===== src/design/cpuPkg.sv =====
package cpuPkg;

    // Data, address and instruction words share one width
    typedef logic [31:0] word_t;

    typedef logic [4:0] regIdx_t; // x0 .. x31

    // Major opcodes of the supported subset
    typedef enum logic [6:0] {
        opReg    = 7'b0110011, // add sub and or xor slt sll srl
        opImm    = 7'b0010011, // addi andi ori xori slti
        opLoad   = 7'b0000011, // lw
        opStore  = 7'b0100011, // sw
        opBranch = 7'b1100011  // beq bne
    } opcode_t;

    typedef enum logic [3:0] {
        aluAdd = 4'd0,
        aluSub = 4'd1,
        aluAnd = 4'd2,
        aluOr  = 4'd3,
        aluXor = 4'd4,
        aluSlt = 4'd5, // Signed compare
        aluSll = 4'd6,
        aluSrl = 4'd7
    } aluOp_t;

    // Immediate layouts used by the decoder
    typedef enum logic [1:0] {
        immI,
        immS,
        immB // Carries bit 0 as zero
    } immKind_t;

endpackage

===== src/design/alu.sv =====
`timescale 1ns/1ps

module alu
    import cpuPkg::*;
(
    input  word_t  a,
    input  word_t  b,
    input  aluOp_t op,
    output word_t  result,
    output logic   zero
);

    logic [4:0] shamt;

    assign shamt = b[4:0]; // Upper bits of the shift amount are ignored

    always_comb begin
        case (op)
            aluAdd: begin
                result = a + b;
            end
            aluSub: begin
                result = a - b;
            end
            aluAnd: begin
                result = a & b;
            end
            aluOr: begin
                result = a | b;
            end
            aluXor: begin
                result = a ^ b;
            end
            aluSlt: begin
                // Two's complement compare
                result = ($signed(a) < $signed(b)) ? 32'd1 : 32'd0;
            end
            aluSll: begin
                result = a << shamt;
            end
            aluSrl: begin
                result = a >> shamt; // Logical, zero fill
            end
            default: begin
                result = '0;
            end
        endcase
    end

    // Branch condition for beq and bne
    assign zero = (result == '0);

endmodule


===== config.mk =====
export PLATFORM = sky130hd
export DESIGN_NAME = alu
export DESIGN_NICKNAME = d
export VERILOG_FILES = /design/src/design/cpuPkg.sv /design/src/design/alu.sv
export SDC_FILE = /design/constraint.sdc
export NUM_CORES = 1
export LEC_CHECK = 0
export BUFFER_PORTS_ARGS = -buffer_cell sky130_fd_sc_hd__buf_2
export CORE_MARGIN = 1
export CORE_UTILIZATION = 36
export DETAILED_ROUTE_END_ITERATION = 12
export GPL_ROUTABILITY_DRIVEN = 1
export PLACE_DENSITY_LB_ADDON = 0.05
export SLEW_MARGIN = 15
export SYNTH_ARGS = -nofsm -noshare
export SYNTH_HDL_FRONTEND = slang
export SYNTH_SLANG_ARGS = --single-unit

===== constraint.sdc =====
create_clock -name vclk -period 9.24
set_input_delay 1.848 -clock vclk [all_inputs]
set_output_delay 1.848 -clock vclk [all_outputs]
set_load 0.01 [all_outputs]

Word level (Yosys, flattened, before mapping) --
Index checks and enable logic that the tools add are counted.
Storage, ports and cells: register bits after elaboration 0, bits in latches 0, RAM bits 0, memory bits (read-only) 0, input bits 68, output and inout bits 33, word-level logic and storage cells 19, memories kept 0
Cells by class: add/sub/neg operators 2, multipliers 0, div/mod/pow operators 0, magnitude comparators 1, equality and inequality tests 7, shifts and indexed selects 2, muxes and demuxes 2, bitwise logic cells 3, reductions and logical operators 2
Operators by type and width (number):
- $pmux W32 S8 | 1
- $add A32 B32 Y32 | 1
- $and A32 B32 Y32 | 1
- $logic_not A32 Y1 | 1
- $lt A32 B32 Y1 | 1
- $or A32 B32 Y32 | 1
- $shl A32 B5 Y32 | 1
- $shr A32 B5 Y32 | 1
- $sub A32 B32 Y32 | 1
- $xor A32 B32 Y32 | 1
- $eq A4 B3 Y1 const B | 4
- $eq A4 B2 Y1 const B | 2
- $eq A4 B1 Y1 const B | 1
- $logic_not A4 Y1 | 1
- $mux W1 | 1

Longest topological paths before layout --
word-level depth 4, mapped depth 17, gate-level depth less buffers 14

Worst setup path after synthesis --
No wires, ideal clock.
path type input-to-output, start input port b[3], end output port zero, arrival time 5820 ps, required time 7392 ps, path slack 1572 ps, cell stages on the path 16, cell sequence buf_2 -> inv_1 -> buf_1 -> clkbuf_1 -> ha_1 -> clkbuf_1 -> and3_1 -> a221oi_2 -> o21ai_1 -> a221o_1 -> o21ai_0 -> o2111ai_1 -> or4b_1 -> nor4_1 -> nand4b_1 -> nor4_4
Between the ends: elaborated cells between the ends (all ways) 11
RTL lines:
- start, declared | RTL line alu.sv:7 | input word_t b,
- $sub A32 B32 Y32, or another cell as far along | RTL line alu.sv:23 | result = a - b;
- $pmux W32 S8 (*) | RTL line alu.sv:18 | case (op)
- net result[8] | RTL line alu.sv:9 | output word_t result,
- $logic_not A32 Y1 (*) | RTL line alu.sv:51 | assign zero = (result == '0);
- end, declared | RTL line alu.sv:10 | output logic zero
Mark *: on every way through the listed nets, which the timed path passes. The rest lies on a longest branch.

Worst setup path after layout --
start input port b[2], end output port zero
Between the ends: cells in the longest elaborated chain, start to end 4, elaborated cells between the ends (all ways) 11
RTL lines:
- $lt A32 B32 Y1 | RTL line alu.sv:36 | result = ($signed(a) < $signed(b)) ? 32'd1 : 32'd0;
- $mux W1 | RTL line alu.sv:36
- $pmux W32 S8 (*) | RTL line alu.sv:18
- $logic_not A32 Y1 (*) | RTL line alu.sv:51
Mark *: on every way between the ends. The rest lies on a longest branch, timed or not.

==> flow_summary.ini <==
[route]
first_iter_violations = 1699
routed_wire_length_per_instance_um = 30.1
drc = 2
via_per_inst = 6.95
routed_wirelength_um = 51700
drt.antenna.violating_nets = 0
dr.pass1.iters = 10
routed-via-count = 12000

[grt]
track_usage_pct = 35.8
first_global_vias = 10600
antenna_violations_before_repair = 4
grt.overflow.total = 0
wire_length_of_the_first_global_routing_pass_um = 74800
grt_start_max_net_pins = 55

[sta]
final_hold_slack_ns = 4.34
max_clock_freq_ghz = 0.119
number_of_setup_violations_in_the_final_report = 0
final-max-slew-violation-count = 0
max_slew.worst_pin.slew_ns = 1.19
post-route-min-period_ns = 8.42
worst_slew_margin_rel_pct = 20.5
setup_total_negative_slack_ns = 0
layout_worst_path_cycle_share_pct = 91.1
grt_setup_unrepaired = no
finalHoldViolations = 0

[layout]
multi_input_comb_area_um2 = 8860
fin_nets = 1560
numSequentialCells = 0
num-clock-buffers = 0
finish.instance_area_um2 = 10400
ff_latch_area_um2 = 0
fill_cells = 2877
post_route_cells_drive_above_1_share_pct = 16.6
layout-area-overhead-vs-synth_pct = 6.46

[critical_path]
timing.critical_path.to = zero
worstSetupStartpoint = b[2]
timing.critical_path.arrival_ns = 6.57
timing.critical_path.cells = buf_4, clkinv_1, ha_1, a21o_1, a221oi_2, o21ai_1, a221o_1, o21ai_0, o2111ai_1, or4b_1, nor4_1, nand4b_1, nor4_4, buf_2
setup.worst_path.end_class = output port
worst-setup-path-type = in -> out
worstPathRequired_ns = 7.39
worstSetupStartpointType = primary input
critical-path-slowest-cell = sky130_fd_sc_hd__nor4_1
worstPathMaxFanout = 41
max_stage_delay_ns = 0.67

[placed_design]
detailed_place_hpwl_um = 40500
count_of_input_and_output_buffers = 101
gpl.final_weighted_congestion = 1.03
place_area_um2 = 10400

[synth]
synthAdderAreaFrac_pct = 13.9
yosys_cell_types = 95
ys_seq_area_share_pct = 0
synth_compound_gate_area_share_pct = 32.0
yosysWarnings = 0
synth_xor_xnor_area_share_pct = 0.988
yosys-mux-area-fraction_pct = 19.8
synthesized_netlist_net_count = 1546
combinational_family_with_the_most_area_after_synthesis = compound AO/OA/AOI/OAI gates
syn-instance-count = 1371
synth_area_um2 = 9750
postSynthAreaPerCell_um2 = 7.11
simple_gate_share_of_the_synthesized_area_pct = 23.9

[cts]
postCtsSetupBuffers = 0
postCtsHoldBufs = 0
postCtsResizedCells = 0

[floorplan]
die_area_um2 = 27700
fp-row-count = 59
ioPinCount = 101
initial_utilization_pct = 37.1
overall_die_height_um = 167
dieWidth_um = 167
core_region_area_um2 = 26300

[status]
failed_checks = DRC
run_status = complete, but fails checks

[worst_hold_path]
min-delay-path-class = in -> out
timing.hold.worst.start = b[4]

[job]
max_capacitance_violation_count = 0
[area by class of cell]
| type | instances | area share (%) |
|---|---|---|
| multi-input combinational | 1156 | 85.4 |
| inverter | 101 | 3.65 |
| timing repair buffer | 126 | 6.85 |
| tap | 335 | 4.04 |
| antenna | 2 | 0.0482 |
[logic make-up after synthesis]
group,count (synthesis)
and+or+nand+nor,461
AOI/OAI and AO/OA,442
buffers and inverters,215
muxes,135
adders and majority gates,107
xor gates and xnor gates,11
[how the worst min path moves through the flow]
stage                 endpoint  cells past startpoint
floorplan           result[15]                      4
global placement     result[7]                      4
detailed placement   result[7]                      4
CTS                  result[7]                      4
global route         result[7]                      4
finish               result[7]                      4
[placed cells by master, fill, tap and decap left out, drive strengths merged, types with 13 or more instances in the layout]
cell,n
a21oi,88
o22ai,22
mux4,42
buf,126
o211ai,26
or3,13
o221ai,17
nand2,114
nor2b,24
a211oi,20
mux2i,62
o31ai,22
inv,99
ha,105
nor2,119
nand2b,17
nor3,32
and3,13
o21ai,63
nor4,21
nand3,35
a22oi,18
nand4,21
a21o,20
mux2,31
a31oi,19
[cell usage after synthesis, drive strengths merged (21+ instances only)]
library cell | number | area (um^2)
clkbuf | 73 | 274
inv | 100 | 375
a21oi | 88 | 440
mux4 | 42 | 946
nand2 | 114 | 428
nor3 | 32 | 160
nor2b | 24 | 150
nor2 | 119 | 449
ha | 105 | 1310
nand4 | 21 | 131
o211ai | 26 | 195
buf | 41 | 264
o22ai | 22 | 138
o31ai | 22 | 165
mux2 | 31 | 353
nor4 | 21 | 153
o21ai | 63 | 315
nand3 | 35 | 175
mux2i | 62 | 628
[routing by layer]
layer / GRT usage [%] / wire (um) / vias to the layer above
li1: - / - / 5260
met1: 52.1 / 22700 / 5835
met2: 55.1 / 22200 / 764
met3: 5.18 / 5320 / 94
met4: 8.25 / 1440 / 0
met5: 0 / 0 / -
[critical path, delay by kind of cell]
family	cells	cell delay [ns]
adder cells (fa/ha/maj)	1	0.43
buffers and inverters	3	0.86
AND/OR/NAND/NOR	4	1.81
AO/OA/AOI/OAI	6	1.59
[through the flow]
stage	std cells	util (%)	setup WS, ns
final	1720	39.5	0.824
after global routing	1718	39.5	0.597
after CTS	1718	39.5	0.801
after detailed placement	1718	39.5	0.812
after global placement	1718	39.5	0.901
after floorplan	1371	-	1.57
