--- src/design/cpuPkg.sv ---
package cpuPkg;

    // Data, address and instruction words share one width
    typedef logic [31:0] word_t;

    typedef logic [4:0] regIdx_t; // x0 .. x31

    // Major opcodes of the supported subset
    typedef enum logic [6:0] {
        opReg    = 7'b0110011, // add sub and or xor slt sll srl
        opImm    = 7'b0010011, // addi andi ori xori slti
        opLoad   = 7'b0000011, // lw
        opStore  = 7'b0100011, // sw
        opBranch = 7'b1100011  // beq bne
    } opcode_t;

    typedef enum logic [3:0] {
        aluAdd = 4'd0,
        aluSub = 4'd1,
        aluAnd = 4'd2,
        aluOr  = 4'd3,
        aluXor = 4'd4,
        aluSlt = 4'd5, // Signed compare
        aluSll = 4'd6,
        aluSrl = 4'd7
    } aluOp_t;

    // Immediate layouts used by the decoder
    typedef enum logic [1:0] {
        immI,
        immS,
        immB // Carries bit 0 as zero
    } immKind_t;

endpackage
--- src/design/decoder.sv ---
`timescale 1ns/1ps

module decoder
    import cpuPkg::*;
(
    input  word_t   inst,
    output regIdx_t rs1,
    output regIdx_t rs2,
    output regIdx_t rd,
    output word_t   imm,
    output aluOp_t  aluOp,
    output logic    aluSrcImm,
    output logic    regWrite,
    output logic    memWrite,
    output logic    memToReg,
    output logic    branch,
    output logic    branchNe
);

    opcode_t    opcode;
    immKind_t   immKind;
    logic [2:0] funct3;
    logic       aluInst; // R-type or I-type arithmetic

    assign opcode = opcode_t'(inst[6:0]);
    assign funct3 = inst[14:12];

    // Register fields sit in fixed places for every format
    assign rs1 = inst[19:15];
    assign rs2 = inst[24:20];
    assign rd  = inst[11:7];

    // Main control
    always_comb begin
        aluSrcImm = 1'b0;
        regWrite  = 1'b0;
        memWrite  = 1'b0;
        memToReg  = 1'b0;
        branch    = 1'b0;
        branchNe  = 1'b0;
        aluInst   = 1'b0;
        immKind   = immI;
        case (opcode)
            opReg: begin
                regWrite = 1'b1;
                aluInst  = 1'b1;
            end
            opImm: begin
                regWrite  = 1'b1;
                aluSrcImm = 1'b1;
                aluInst   = 1'b1;
            end
            opLoad: begin
                regWrite  = 1'b1;
                aluSrcImm = 1'b1;
                memToReg  = 1'b1;
            end
            opStore: begin
                memWrite  = 1'b1;
                aluSrcImm = 1'b1;
                immKind   = immS;
            end
            opBranch: begin
                immKind  = immB;
                branch   = (funct3[2:1] == 2'b00); // Only beq and bne
                branchNe = funct3[0];
            end
            default: ; // Unknown opcode falls through as a no-op
        endcase
    end

    // ALU operation from funct3, bit 30 picks sub on R-type only
    always_comb begin
        aluOp = aluAdd; // Address add for lw and sw
        if (opcode == opBranch) begin
            aluOp = aluSub; // Compare by subtraction
        end else if (aluInst) begin
            case (funct3)
                3'b000:  aluOp = (opcode == opReg && inst[30]) ? aluSub : aluAdd;
                3'b001:  aluOp = aluSll;
                3'b010:  aluOp = aluSlt;
                3'b100:  aluOp = aluXor;
                3'b101:  aluOp = aluSrl;
                3'b110:  aluOp = aluOr;
                3'b111:  aluOp = aluAnd;
                default: aluOp = aluAdd;
            endcase
        end
    end

    // Sign-extended immediates
    always_comb begin
        case (immKind)
            immS:    imm = {{20{inst[31]}}, inst[31:25], inst[11:7]};
            immB:    imm = {{19{inst[31]}}, inst[31], inst[7], inst[30:25], inst[11:8], 1'b0};
            default: imm = {{20{inst[31]}}, inst[31:20]};
        endcase
    end

endmodule

--- config.mk ---
export PLATFORM = sky130hd
export DESIGN_NAME = decoder
export DESIGN_NICKNAME = d
export VERILOG_FILES = /design/src/design/cpuPkg.sv /design/src/design/decoder.sv
export SDC_FILE = /design/constraint.sdc
export NUM_CORES = 1
export LEC_CHECK = 0
export ABC_AREA = 1
export BUFFER_PORTS_ARGS = -buffer_cell sky130_fd_sc_hd__buf_2
export CAP_MARGIN = 40
export CORE_MARGIN = 2
export CORE_UTILIZATION = 35
export DETAILED_ROUTE_END_ITERATION = 7
export GPL_ROUTABILITY_DRIVEN = 0
export GPL_TIMING_DRIVEN = 1
export PLACE_DENSITY = 0.91
export SLEW_MARGIN = 10
export SYNTH_ARGS = -nofsm -noshare
export SYNTH_HDL_FRONTEND = slang
export SYNTH_SLANG_ARGS = --single-unit
--- constraint.sdc ---
create_clock -name vclk -period 2.5
set_input_delay 0.125 -clock vclk [all_inputs]
set_output_delay 0.125 -clock vclk [all_outputs]
set_load 0.01 [all_outputs]
== Yosys cells after proc, flatten, opt, wreduce, memory -nomap -nowiden ==
Cells that the tools add are included.

* Register bits after elaboration: 0
* Input bits: 32
* Output and inout bits: 57
* Word-level logic and storage cells: 32

* Eq/ne operators: 13
* Multiplexer cells: 13
* Reductions and logical operators: 6

{| class="wikitable"
|+ Operator list
! operator !! number
|-
| case mux 12 bit (2 select lines) || 1
|-
| case mux 3 bit (7 select lines) || 1
|-
| equality test 7 x 6 -> 1 bit, second input constant || 2
|-
| equality test 3 bit, second input constant || 4
|-
| 2-to-1 mux 1 bit || 8
|-
| equality test 7 x 2 -> 1 bit, second input constant || 1
|-
| equality test 7 x 5 -> 1 bit, second input constant || 1
|-
| equality test 7 bit, second input constant || 1
|-
| 2-to-1 mux 3 bit || 2
|-
| OR reduction 3 bit || 2
|-
| case mux 2 bit (2 select lines) || 1
|-
| equality test 3 x 1 -> 1 bit, second input constant || 1
|-
| equality test 3 x 2 -> 1 bit, second input constant || 1
|-
| logical NOT 3 bit || 1
|-
| equality test 2 x 1 -> 1 bit, second input constant || 1
|-
| equality test 2 bit, second input constant || 1
|-
| logical NOT 2 bit || 1
|-
| OR reduction 2 bit || 1
|-
| logical AND 1 bit || 1
|}

== Depth between registers and ports, before layout ==
* Depth after elaboration: 6
* Mapped depth: 10
* Depth with buffers taken out: 10

== Worst setup path before layout ==
OpenSTA, ideal clock, no wires.

* Kind: input port to output port
* From: input port inst[1]
* To: output port imm[2]
* Data arrival time: 1,183 ps
* Required time: 2,375 ps
* Setup slack: 1,192 ps
* Stages: 10
* Buffers on the path: 0
* Cell sequence: nand2_1 inv_1 nand2_4 nor2_4 nand2_1 inv_1 ha_1 or2_2 nand3_1 nand2_1

* Cells in the longest elaborated chain, start to end: 4
* Elaborated cells between the ends (all ways): 6
* Those cells by class: 4 x eq/ne; 2 x mux

{| class="wikitable"
|+ RTL lines
! element !! RTL line !! RTL
|-
| start: declaration || decoder.sv:6 || <nowiki>input word_t inst,</nowiki>
|-
| equality test 7 bit / equality test 7 x 6 -> 1 bit (equally long branches) || decoder.sv:43 || <nowiki>case (opcode)</nowiki>
|-
| case mux 2 bit (2 select lines) * || decoder.sv:43 ||
|-
| equality test 2 bit / equality test 2 x 1 -> 1 bit (equally long branches) || decoder.sv:93 || <nowiki>case (immKind)</nowiki>
|-
| case mux 12 bit (2 select lines) * || decoder.sv:93 ||
|-
| end: declaration || decoder.sv:10 || <nowiki>output word_t imm,</nowiki>
|}

Every way passes the cells marked *; elsewhere a longest branch is shown, timed or not.

== Worst setup path after layout ==
* From: input port inst[3]
* To: output port imm[11]

The elaborated chain is that of the path after synthesis.

==> results.md <==
- Pin count of the biggest net entering global routing: 22
- Via count of the first global-routing pass: 460
- Leading area contributor after synthesis: sky130_fd_sc_hd__buf_4
- Initial standard-cell utilization of the core: 36.8%
- Arr. time, crit path: 1470 ps
- Number of vias per cell after detailed routing: 4.27
- Core Footprint: 1710 µm²
- Post-CTS setup buffer count: 0
- LEAKAGE: 0.486 nW
- Final-layout fill cell count: 213
- Tcrit/Tclk final: 64.0%
- Post-Route WL: 1280 µm
- Initial antenna violation count: 0
- Number of routed nets with antenna violations: 0
- Die Wd: 46.4 µm
- Number of max-slew violations in the final report: 0
- Total global routing overflow: 0
- Post-synthesis instance area: 629 µm²
- Number of cells produced by synthesis: 102
- Layout cells sized above 1: 61.7%
- Post-detailed-route DRC marker count: 0
- Area share of the leading cell type in the synthesized netlist: 50.1%
- Wire length of the first global-routing pass: 1700 µm
- Post-synth cell types: 17
- Leading cell type by number of instances after synthesis: sky130_fd_sc_hd__buf_4
- Result of the run: complete, no violations
- Synth warnings: 0
- Layout overhead on the synthesized area: 8.95%
- Total routing usage reported by global routing: 10.0%
- Kind of end point of the critical path: output pin
- Final setup vio count: 0
- Net count reported at finish: 164
- Share of synthesized area occupied by flip-flops and latches: 0%
- Final-report hold violation count: 0
- Final min period: 1600 ps
- Startpoint type of the worst setup path: input port
- Die Footprint: 2150 µm²
- Final TNS setup: 0 ps
- Max Freq: 625 MHz
- Hold WC Path Type: in2out
- Crit-path max FO: 7
- Number of design-rule violations left by the first detailed-router iteration: 9
- CTS-repair resized insts: 0
- Post-synth top cells: sky130_fd_sc_hd__buf_4, sky130_fd_sc_hd__nand2_1, sky130_fd_sc_hd__inv_1, sky130_fd_sc_hd__nand3_1, sky130_fd_sc_hd__nor2_1
- Sequential standard cell area: 0 µm²
- Post-place instance area: 686 µm²
- Syn_area_per_cell: 6.17 µm²
- Routed length per placed instance: 8.38 µm
- Number of search-and-repair iterations in the first detailed-routing pass: 4
- Top-Level Pins: 89
- Critical path required time: 2380 ps
- Number of flip-flops and latches: 0
- Number of max-cap violations: 0
- Worst vdd rail ir drop: 0.0488 mV
- Post-route design area: 686 µm²
- Hold-fix buffers, CTS: 0
- Y dimension of the die: 46.4 µm
- Antenna diode count: 0
- Total number of vias: 653
- Unrepaired setup endpoints after global routing: no
- Number of cell rows: 15
- Leading post-synthesis cells by cell area: sky130_fd_sc_hd__buf_4, sky130_fd_sc_hd__nand2_1, sky130_fd_sc_hd__nand3_1
- Buffers on Ports: 68
- Post-Synthesis Net Count: 136
- Final-layout clock buffer total: 0
- Total power divided by cell area: 143 nW/µm²
- Detailed Place HPWL: 1170 µm
- Multi-input gate area: 280 µm²
- Category of the most critical setup path: in2out
worst max-delay path: stages:
cell and delay, ps:
sky130_fd_sc_hd__buf_2 120, sky130_fd_sc_hd__nor2_4 110, sky130_fd_sc_hd__nand2_4 80, sky130_fd_sc_hd__nor2_4 110, sky130_fd_sc_hd__nand2_1 80, sky130_fd_sc_hd__ha_1 380, sky130_fd_sc_hd__inv_1 170, sky130_fd_sc_hd__nand3_1 90
sky130_fd_sc_hd__nand2_1 70, sky130_fd_sc_hd__buf_2 120
routing by layer:
metal  vias up  routed length [µm]  GRT usage, %
met5         -                   0             0
met4         0                   0             0
met3         0                 224          1.96
met2        65                 587          20.3
met1       257                 469          11.0
li1        331                   -             -
layout by cell type (no fill, tap or decap), drive strengths merged:
cell	netlist	routed
ha	2	2
nor2	9	9
nor4	1	1
a211oi	3	3
inv	9	9
buf	42	68
conb	1	1
a21oi	1	1
or2	1	1
o21ai	1	1
nand3	8	8
nand2	24	24
worst paths after layout:
| path | startpoint | end | slack [ps] | cells after the start |
|---|---|---|---|---|
| worst max-delay path | inst[3] | imm[11] | 900 | 10 |
| worst min-delay path | inst[18] | rs1[3] | 250 | 0 |
power breakdown:
part           switching (W)  total [W]  internal (W)
clock network              0          0             0
registers                  0          0             0
logic              0.0000564  0.0000980     0.0000416
final cells by class:
type | count | share of cell area (%)
timing repair buffer | 68 | 49.6
multi-input combinational | 51 | 40.9
inverter | 9 | 4.93
tap | 25 | 4.56
kinds of logic after synthesis:
kind of cell	share of synthesized area [%]
simple gates	34.8
buf+inv	55.5
other cells	0.596
compound gates	5.17
fa+ha+maj	3.98
stage by stage:
| stage | power, W | cells | setup WS, ps | hold WS, ps | util [%] |
|---|---|---|---|---|---|
| finish | 0.0000980 | 153 | 900 | 250 | 40.1 |
| global route | 0.000110 | 153 | 737 | 250 | 40.1 |
| CTS | 0.0000992 | 153 | 883 | 250 | 40.1 |
| detailed placement | 0.0000990 | 153 | 886 | 250 | 40.1 |
| global placement | 0.0000980 | 153 | 907 | 250 | 40.1 |
| floorplan | 0.0000932 | 102 | 1190 | 300 | - |
Power figures use the tool's default switching activity.
