File: src/design/cpuPkg.sv
package cpuPkg;

    // Data, address and instruction words share one width
    typedef logic [31:0] word_t;

    typedef logic [4:0] regIdx_t; // x0 .. x31

    // Major opcodes of the supported subset
    typedef enum logic [6:0] {
        opReg    = 7'b0110011, // add sub and or xor slt sll srl
        opImm    = 7'b0010011, // addi andi ori xori slti
        opLoad   = 7'b0000011, // lw
        opStore  = 7'b0100011, // sw
        opBranch = 7'b1100011  // beq bne
    } opcode_t;

    typedef enum logic [3:0] {
        aluAdd = 4'd0,
        aluSub = 4'd1,
        aluAnd = 4'd2,
        aluOr  = 4'd3,
        aluXor = 4'd4,
        aluSlt = 4'd5, // Signed compare
        aluSll = 4'd6,
        aluSrl = 4'd7
    } aluOp_t;

    // Immediate layouts used by the decoder
    typedef enum logic [1:0] {
        immI,
        immS,
        immB // Carries bit 0 as zero
    } immKind_t;

endpackage
File: src/design/instMem.sv
`timescale 1ns/1ps

module instMem
    import cpuPkg::*;
#(
    parameter int instAddrBits = 6
) (
    input  logic  CLK,
    input  logic  progWe,
    input  word_t progAddr,
    input  word_t progData,
    input  word_t pc,
    output word_t inst
);

    localparam int instDepth = 2 ** instAddrBits;

    // Unloaded words read as 0 and decode as a no-op
    word_t mem [instDepth] = '{default: '0};

    logic pcInRange;

    // Program load from the testbench, byte address to word index
    always_ff @(posedge CLK) begin
        if (progWe) begin
            mem[progAddr[instAddrBits+1:2]] <= progData;
        end
    end

    assign pcInRange = (pc[31:instAddrBits+2] == '0);
    assign inst      = pcInRange ? mem[pc[instAddrBits+1:2]] : '0; // Past the end fetches a no-op

    progAligned: assert property (@(posedge CLK) progWe |-> progAddr[1:0] == 2'b00)
        else $error("instMem: unaligned program address %h", progAddr);

endmodule

File: config.mk
export PLATFORM = sky130hd
export DESIGN_NAME = instMem
export DESIGN_NICKNAME = d
export VERILOG_FILES = /design/src/design/cpuPkg.sv /design/src/design/instMem.sv
export SDC_FILE = /design/constraint.sdc
export NUM_CORES = 2
export LEC_CHECK = 0
export ABC_CLOCK_PERIOD_IN_PS = 6450
export BUFFER_PORTS_ARGS = -buffer_cell sky130_fd_sc_hd__buf_2
export CORE_MARGIN = 1
export CORE_UTILIZATION = 45
export CTS_CLUSTER_DIAMETER = 150
export DETAILED_ROUTE_END_ITERATION = 10
export GPL_TIMING_DRIVEN = 1
export PLACE_DENSITY = 0.61
export SETUP_SLACK_MARGIN = 0.4
export SLEW_MARGIN = 40
export SYNTH_ARGS = -nofsm -noshare
export SYNTH_HDL_FRONTEND = slang
export SYNTH_SLANG_ARGS = --single-unit
File: constraint.sdc
create_clock -name CLK -period 6.45 [get_ports CLK]
set_clock_uncertainty 0.05 [all_clocks]
set_input_delay 1.6125 -clock CLK [delete_from_list [all_inputs] [get_ports CLK]]
set_output_delay 1.6125 -clock CLK [all_outputs]
set_load 0.01 [all_outputs]
Yosys cells after proc, flatten, opt, wreduce, memory -nomap -nowiden

Memories as Yosys holds them, arrays and structs flattened.
Cells that the tools add are included.

Multiplexer cells: 3
Reduce and logical (&&, ||, !) cells: 1

Operator list:

| operator           | count |
|---|---|
| 32-bit two-way mux | 1 |
| 24-bit zero test   | 1 |
| 1-bit two-way mux  | 2 |

Register bits: 0
Bits in writable memories: 2048
Input bits: 98
Output and inout bits: 32
Logic and storage cells: 5
Memories kept: 1

Memory list:

| name | depth | bits a word | read ports | clocked after memory_dff | wr ports | RTL line      | text |
|---|---|---|---|---|---|---|---|
| mem  | 64    | 32          | 1          | 0                        | 1        | instMem.sv:19 | `word_t mem [instDepth] = '{default: '0};` |

Logic depth before layout (Yosys ltp)

Depth in word-level cells: 2
Gate-level depth with buffers: 12
Mapped depth without buffers: 6

Worst setup path before layout

No wires, ideal clock.

Kind: input to output
Start point: input pc[2]
End point: output inst[25]
Data arrival time: 3450 ps
Required time: 4787 ps
Setup slack: 1337 ps
Stages on the path: 7
Buffers on the path: 3
Cells stage by stage: buf_6 buf_4 buf_2 mux4_2 mux4_2 a22oi_1 o21ai_0

Word-level cells in the longest chain between the ends: 2

RTL lines:

| item                    | RTL line      | text |
|---|---|---|
| start, declared         | instMem.sv:12 | `input word_t pc,` |
| memory read 64 x 32 bit | --            |  |
| 32-bit two-way mux      | instMem.sv:31 | `assign inst = pcInRange ? mem[pc[instAddrBits+1:2]] : '0;` |
| end, declared           | instMem.sv:13 | `output word_t inst` |

Every way passes these cells.

Worst setup path in the final report

Start point: input pc[2]
End point: output inst[0]

The elaborated chain is that of the path after synthesis.

==> flow_results.xml <==
<?xml version="1.0" encoding="UTF-8"?>
<metrics>
  <group name="detailed_routing">
    <metric name="dr_total_vias" unit="">38486</metric>
    <metric name="finalWirelength" unit="um">211000</metric>
    <metric name="via_per_inst" unit="">6.13</metric>
    <metric name="routed_wire_length_per_instance" unit="um">33.6</metric>
    <metric name="final_antenna_net_count" unit="">0</metric>
    <metric name="detailed_routing_iteration_count_for_the_pre_antenna_repair_pass" unit="">6</metric>
    <metric name="drc" unit="">0</metric>
    <metric name="iteration_0_drc_markers" unit="">4891</metric>
  </group>
  <group name="critical_path">
    <metric name="cp_cell_sequence" unit="">buf_12 -&gt; buf_12 -&gt; buf_12 -&gt; mux4_2 -&gt; mux4_2 -&gt; a22oi_1 -&gt; nand2_1 -&gt; buf_2</metric>
    <metric name="critical_path_required" unit="ns">4.79</metric>
    <metric name="critPathArrivalTime" unit="ns">4.26</metric>
    <metric name="critPathMostFrequentCell" unit="">buf_12</metric>
    <metric name="path_delay_family" unit="">multiplexers</metric>
    <metric name="critical_path_buf_inv_count" unit="">4</metric>
    <metric name="cpPeakStageDelay" unit="ns">0.53</metric>
    <metric name="crit_path_end_kind" unit="">output pin</metric>
    <metric name="critPathLaunchType" unit="">primary input</metric>
    <metric name="worstSetupPathType" unit="">primary input to output pin</metric>
    <metric name="slowest_library_cell_on_the_worst_path" unit="">mux4_2</metric>
    <metric name="worstPathMaxFanout" unit="">25</metric>
  </group>
  <group name="placement">
    <metric name="placement.setup.worst_slack" unit="ns">0.327</metric>
    <metric name="placed_cells_incl_taps" unit="">5907</metric>
    <metric name="detailedPlacementHpwl" unit="um">125000</metric>
    <metric name="finalWeightedCongestion" unit="">0.791</metric>
    <metric name="buffer_ports.inserted" unit="">101</metric>
  </group>
  <group name="cells_and_area">
    <metric name="post_layout_nonfiller_instances" unit="">6280</metric>
    <metric name="largest_reg_flops" unit="">2048</metric>
    <metric name="fill_cells" unit="">13186</metric>
    <metric name="final-seq-area" unit="sq um">61500</metric>
    <metric name="fraction_of_final_layout_cells_with_drive_strength_greater_than_1" unit="%">31.8</metric>
    <metric name="multi_input_area" unit="sq um">16500</metric>
    <metric name="design.final.nets" unit="">3902</metric>
    <metric name="area_growth" unit="%">15.4</metric>
  </group>
  <group name="logic_synthesis">
    <metric name="net_count_after_synthesis" unit="">3524</metric>
    <metric name="synth_cell_type_count" unit="">51</metric>
    <metric name="avgSynthCellArea" unit="sq um">22.9</metric>
    <metric name="async_flop_share" unit="%">0</metric>
    <metric name="postSynth.topFlopCell" unit="">edfxtp_1</metric>
    <metric name="yosysWarningCount" unit="">0</metric>
    <metric name="netlist_area" unit="sq um">78500</metric>
    <metric name="synth_cells" unit="">3426</metric>
    <metric name="synth-seq-area-share" unit="%">78.3</metric>
    <metric name="ys_seq_elements" unit="">2048</metric>
    <metric name="synth-edff-count" unit="">2048</metric>
  </group>
  <group name="sta">
    <metric name="max_freq" unit="MHz">169</metric>
    <metric name="final_critical_path_setup_slack" unit="ns">0.532</metric>
    <metric name="timing.final.crit_share" unit="%">91.8</metric>
    <metric name="slew-limit-headroom" unit="%">38.9</metric>
    <metric name="post_route_worst_hold_slack" unit="ns">1.23</metric>
    <metric name="slew_viol_final" unit="">0</metric>
    <metric name="report.final.setup_viol" unit="">0</metric>
    <metric name="accumulated_negative_setup_slack" unit="ns">0</metric>
    <metric name="finalHoldViolations" unit="">0</metric>
    <metric name="pin_slew_with_the_least_headroom_to_its_limit" unit="ns">0.914</metric>
    <metric name="rsz0062_at_grt" unit="">true</metric>
    <metric name="layout_min_cycle_time" unit="ns">5.92</metric>
  </group>
  <group name="global_routing">
    <metric name="grt_util_all_layers" unit="%">24.4</metric>
    <metric name="grt_first_pass_wirelength" unit="um">298000</metric>
    <metric name="initial_antenna_violation_count" unit="">17</metric>
    <metric name="first_global_vias" unit="">38693</metric>
    <metric name="globalRouteOverflowTotal" unit="">0</metric>
    <metric name="grt_start_max_net_pins" unit="">65</metric>
  </group>
  <group name="hold_path">
    <metric name="worst_hold_path_type" unit="">primary input to flip-flop</metric>
  </group>
  <group name="power_and_ir_drop">
    <metric name="post-layout-total-power" unit="mW">27.3</metric>
    <metric name="vdd_ir_drop_max" unit="mV">0.268</metric>
    <metric name="cellPowerDensity" unit="nW/um^2">302</metric>
    <metric name="total_leakage_power" unit="nW">28.5</metric>
  </group>
  <group name="floorplanning">
    <metric name="core" unit="sq um">172000</metric>
    <metric name="start_util" unit="%">45.5</metric>
    <metric name="io-pin-count" unit="">130</metric>
    <metric name="die-area" unit="sq um">176000</metric>
    <metric name="row_count" unit="">152</metric>
    <metric name="fp.dieH" unit="um">420</metric>
    <metric name="die_width" unit="um">420</metric>
  </group>
  <group name="cts">
    <metric name="cts_tree" unit="">built</metric>
    <metric name="cts_made_buffers" unit="">204</metric>
    <metric name="cts.reportedPaths.clkPinSlew" unit="ns">0.06</metric>
    <metric name="cts-root-buf" unit="">clkbuf_16</metric>
    <metric name="cts_sinks" unit="">2048</metric>
    <metric name="cts.path.max_buffers" unit="">3</metric>
    <metric name="cts-hold-fix-buffers" unit="">0</metric>
    <metric name="htreeDepth" unit="">4</metric>
    <metric name="post-cts-setup-buffers" unit="">0</metric>
  </group>
  <group name="run_status">
    <metric name="outcome" unit="">complete, no violations</metric>
  </group>
  <group name="flow_run">
    <metric name="timing.max_cap.violations" unit="">0</metric>
  </group>
</metrics>
==> power by group <==
| part | internal [mW] | switching [mW] | total [mW] |
|---|---|---|---|
| sequential | 14.7 | 0.0186 | 14.8 |
| clock | 6.21 | 5.05 | 11.3 |
| combinational | 0.524 | 0.804 | 1.33 |
==> per-stage QoR <==
step	utilization, %	instance area (sq um)
floorplan	-	78500
global route	52.6	90700
CTS	52.5	90600
global placement	48.5	83700
detailed placement	48.9	84300
finish	52.6	90700
==> cells in the final DEF, fill, tap and decap left out, types with 5 or more instances in the layout <==
cell       count
edfxtp_1    2048
mux4_2       551
buf_4        219
clkbuf_16    204
nand2_1      199
buf_2         68
nor2_4        62
clkbuf_1      53
clkinv_1      53
mux2i_1       52
buf_12        45
nand3_1       33
a31oi_1       31
a22oi_1       30
clkinv_2      29
nor2_1        28
a32oi_1       23
a211oi_1      20
a21oi_1       17
o21ai_0       17
and2_1        16
o22ai_1       13
buf_16        13
nand4_1       11
buf_8         10
mux2_2         9
clkinv_16      9
bufinv_16      9
and3_1         8
nor2_2         7
nor3_1         6
diode_2        5
nor4_1         5
inv_6          5
nand2b_1       5
nor2b_1        5
nand3_2        5
==> per-layer routing <==
metal / part of all wire, % / wire (um) / vias up / global-route usage [%]
li1: - / - / 15365 / -
met1: 41 / 85400 / 21033 / 35.0
met2: 48 / 102000 / 1780 / 38.8
met3: 8.7 / 18300 / 300 / 4.35
met4: 2.4 / 5000 / 8 / 6.27
met5: 0.025 / 52 / - / 0
==> path summary, 6_finish.rpt <==
| check | endpoint | slack (ns) | cells after the start | startpoint |
|---|---|---|---|---|
| min | mem[12][6] | 1.23 | 1 | progData[6] |
| max | inst[0] | 0.53 | 8 | pc[2] |
==> layout make-up <==
| cell class | count | share of cell area [%] |
|---|---|---|
| antenna | 5 | 0.0138 |
| clock buffer | 257 | 5.85 |
| clock inverter | 110 | 1.12 |
| tap | 2310 | 3.19 |
| timing repair buffer | 357 | 3.77 |
| inverter | 5 | 0.0317 |
| multi-input combinational | 1188 | 18.2 |
| sequential | 2048 | 67.8 |
==> synth_stat cells (4+ instances only) <==
cell type / instances / area [sq um]
nand3_1: 38 / 190
buf_6: 16 / 180
nor4_1: 5 / 31.3
nor3_1: 8 / 40.0
o21ai_0: 18 / 90.1
nand2b_1: 5 / 31.3
a211oi_1: 20 / 150
o22ai_1: 13 / 81.3
a21oi_1: 17 / 85.1
buf_8: 4 / 60.1
edfxtp_1: 2048 / 61500
and2_1: 16 / 100
buf_2: 50 / 250
a32oi_1: 23 / 201
mux2i_1: 52 / 521
nor2b_1: 5 / 31.3
a31oi_1: 31 / 194
mux2_2: 9 / 101
nor2_1: 97 / 364
a22oi_1: 31 / 233
mux4_2: 551 / 12400
buf_4: 33 / 248
buf_1: 14 / 52.6
and3_1: 8 / 50.1
nand4_1: 11 / 68.8
nand2_1: 199 / 747
clkbuf_1: 68 / 255
==> repair_timing <==
action,CTS,global route
pin swaps,0,0
setup endpoints to repair,4,17
gates resized for setup,4,5
==> cells by family (layout without fill, tap and decap cells) <==
family / count (synthesis) / count (layout) / synth area share [%]
compound gates: 172 / 172 / 1.53
simple gates: 404 / 404 / 2.22
mux: 612 / 612 / 16.6
buf+inv: 190 / 729 / 1.36
other cells: 0 / 5 / 0
flops: 2048 / 2048 / 78.3
No activity file was read; power rests on OpenSTA's default activity.
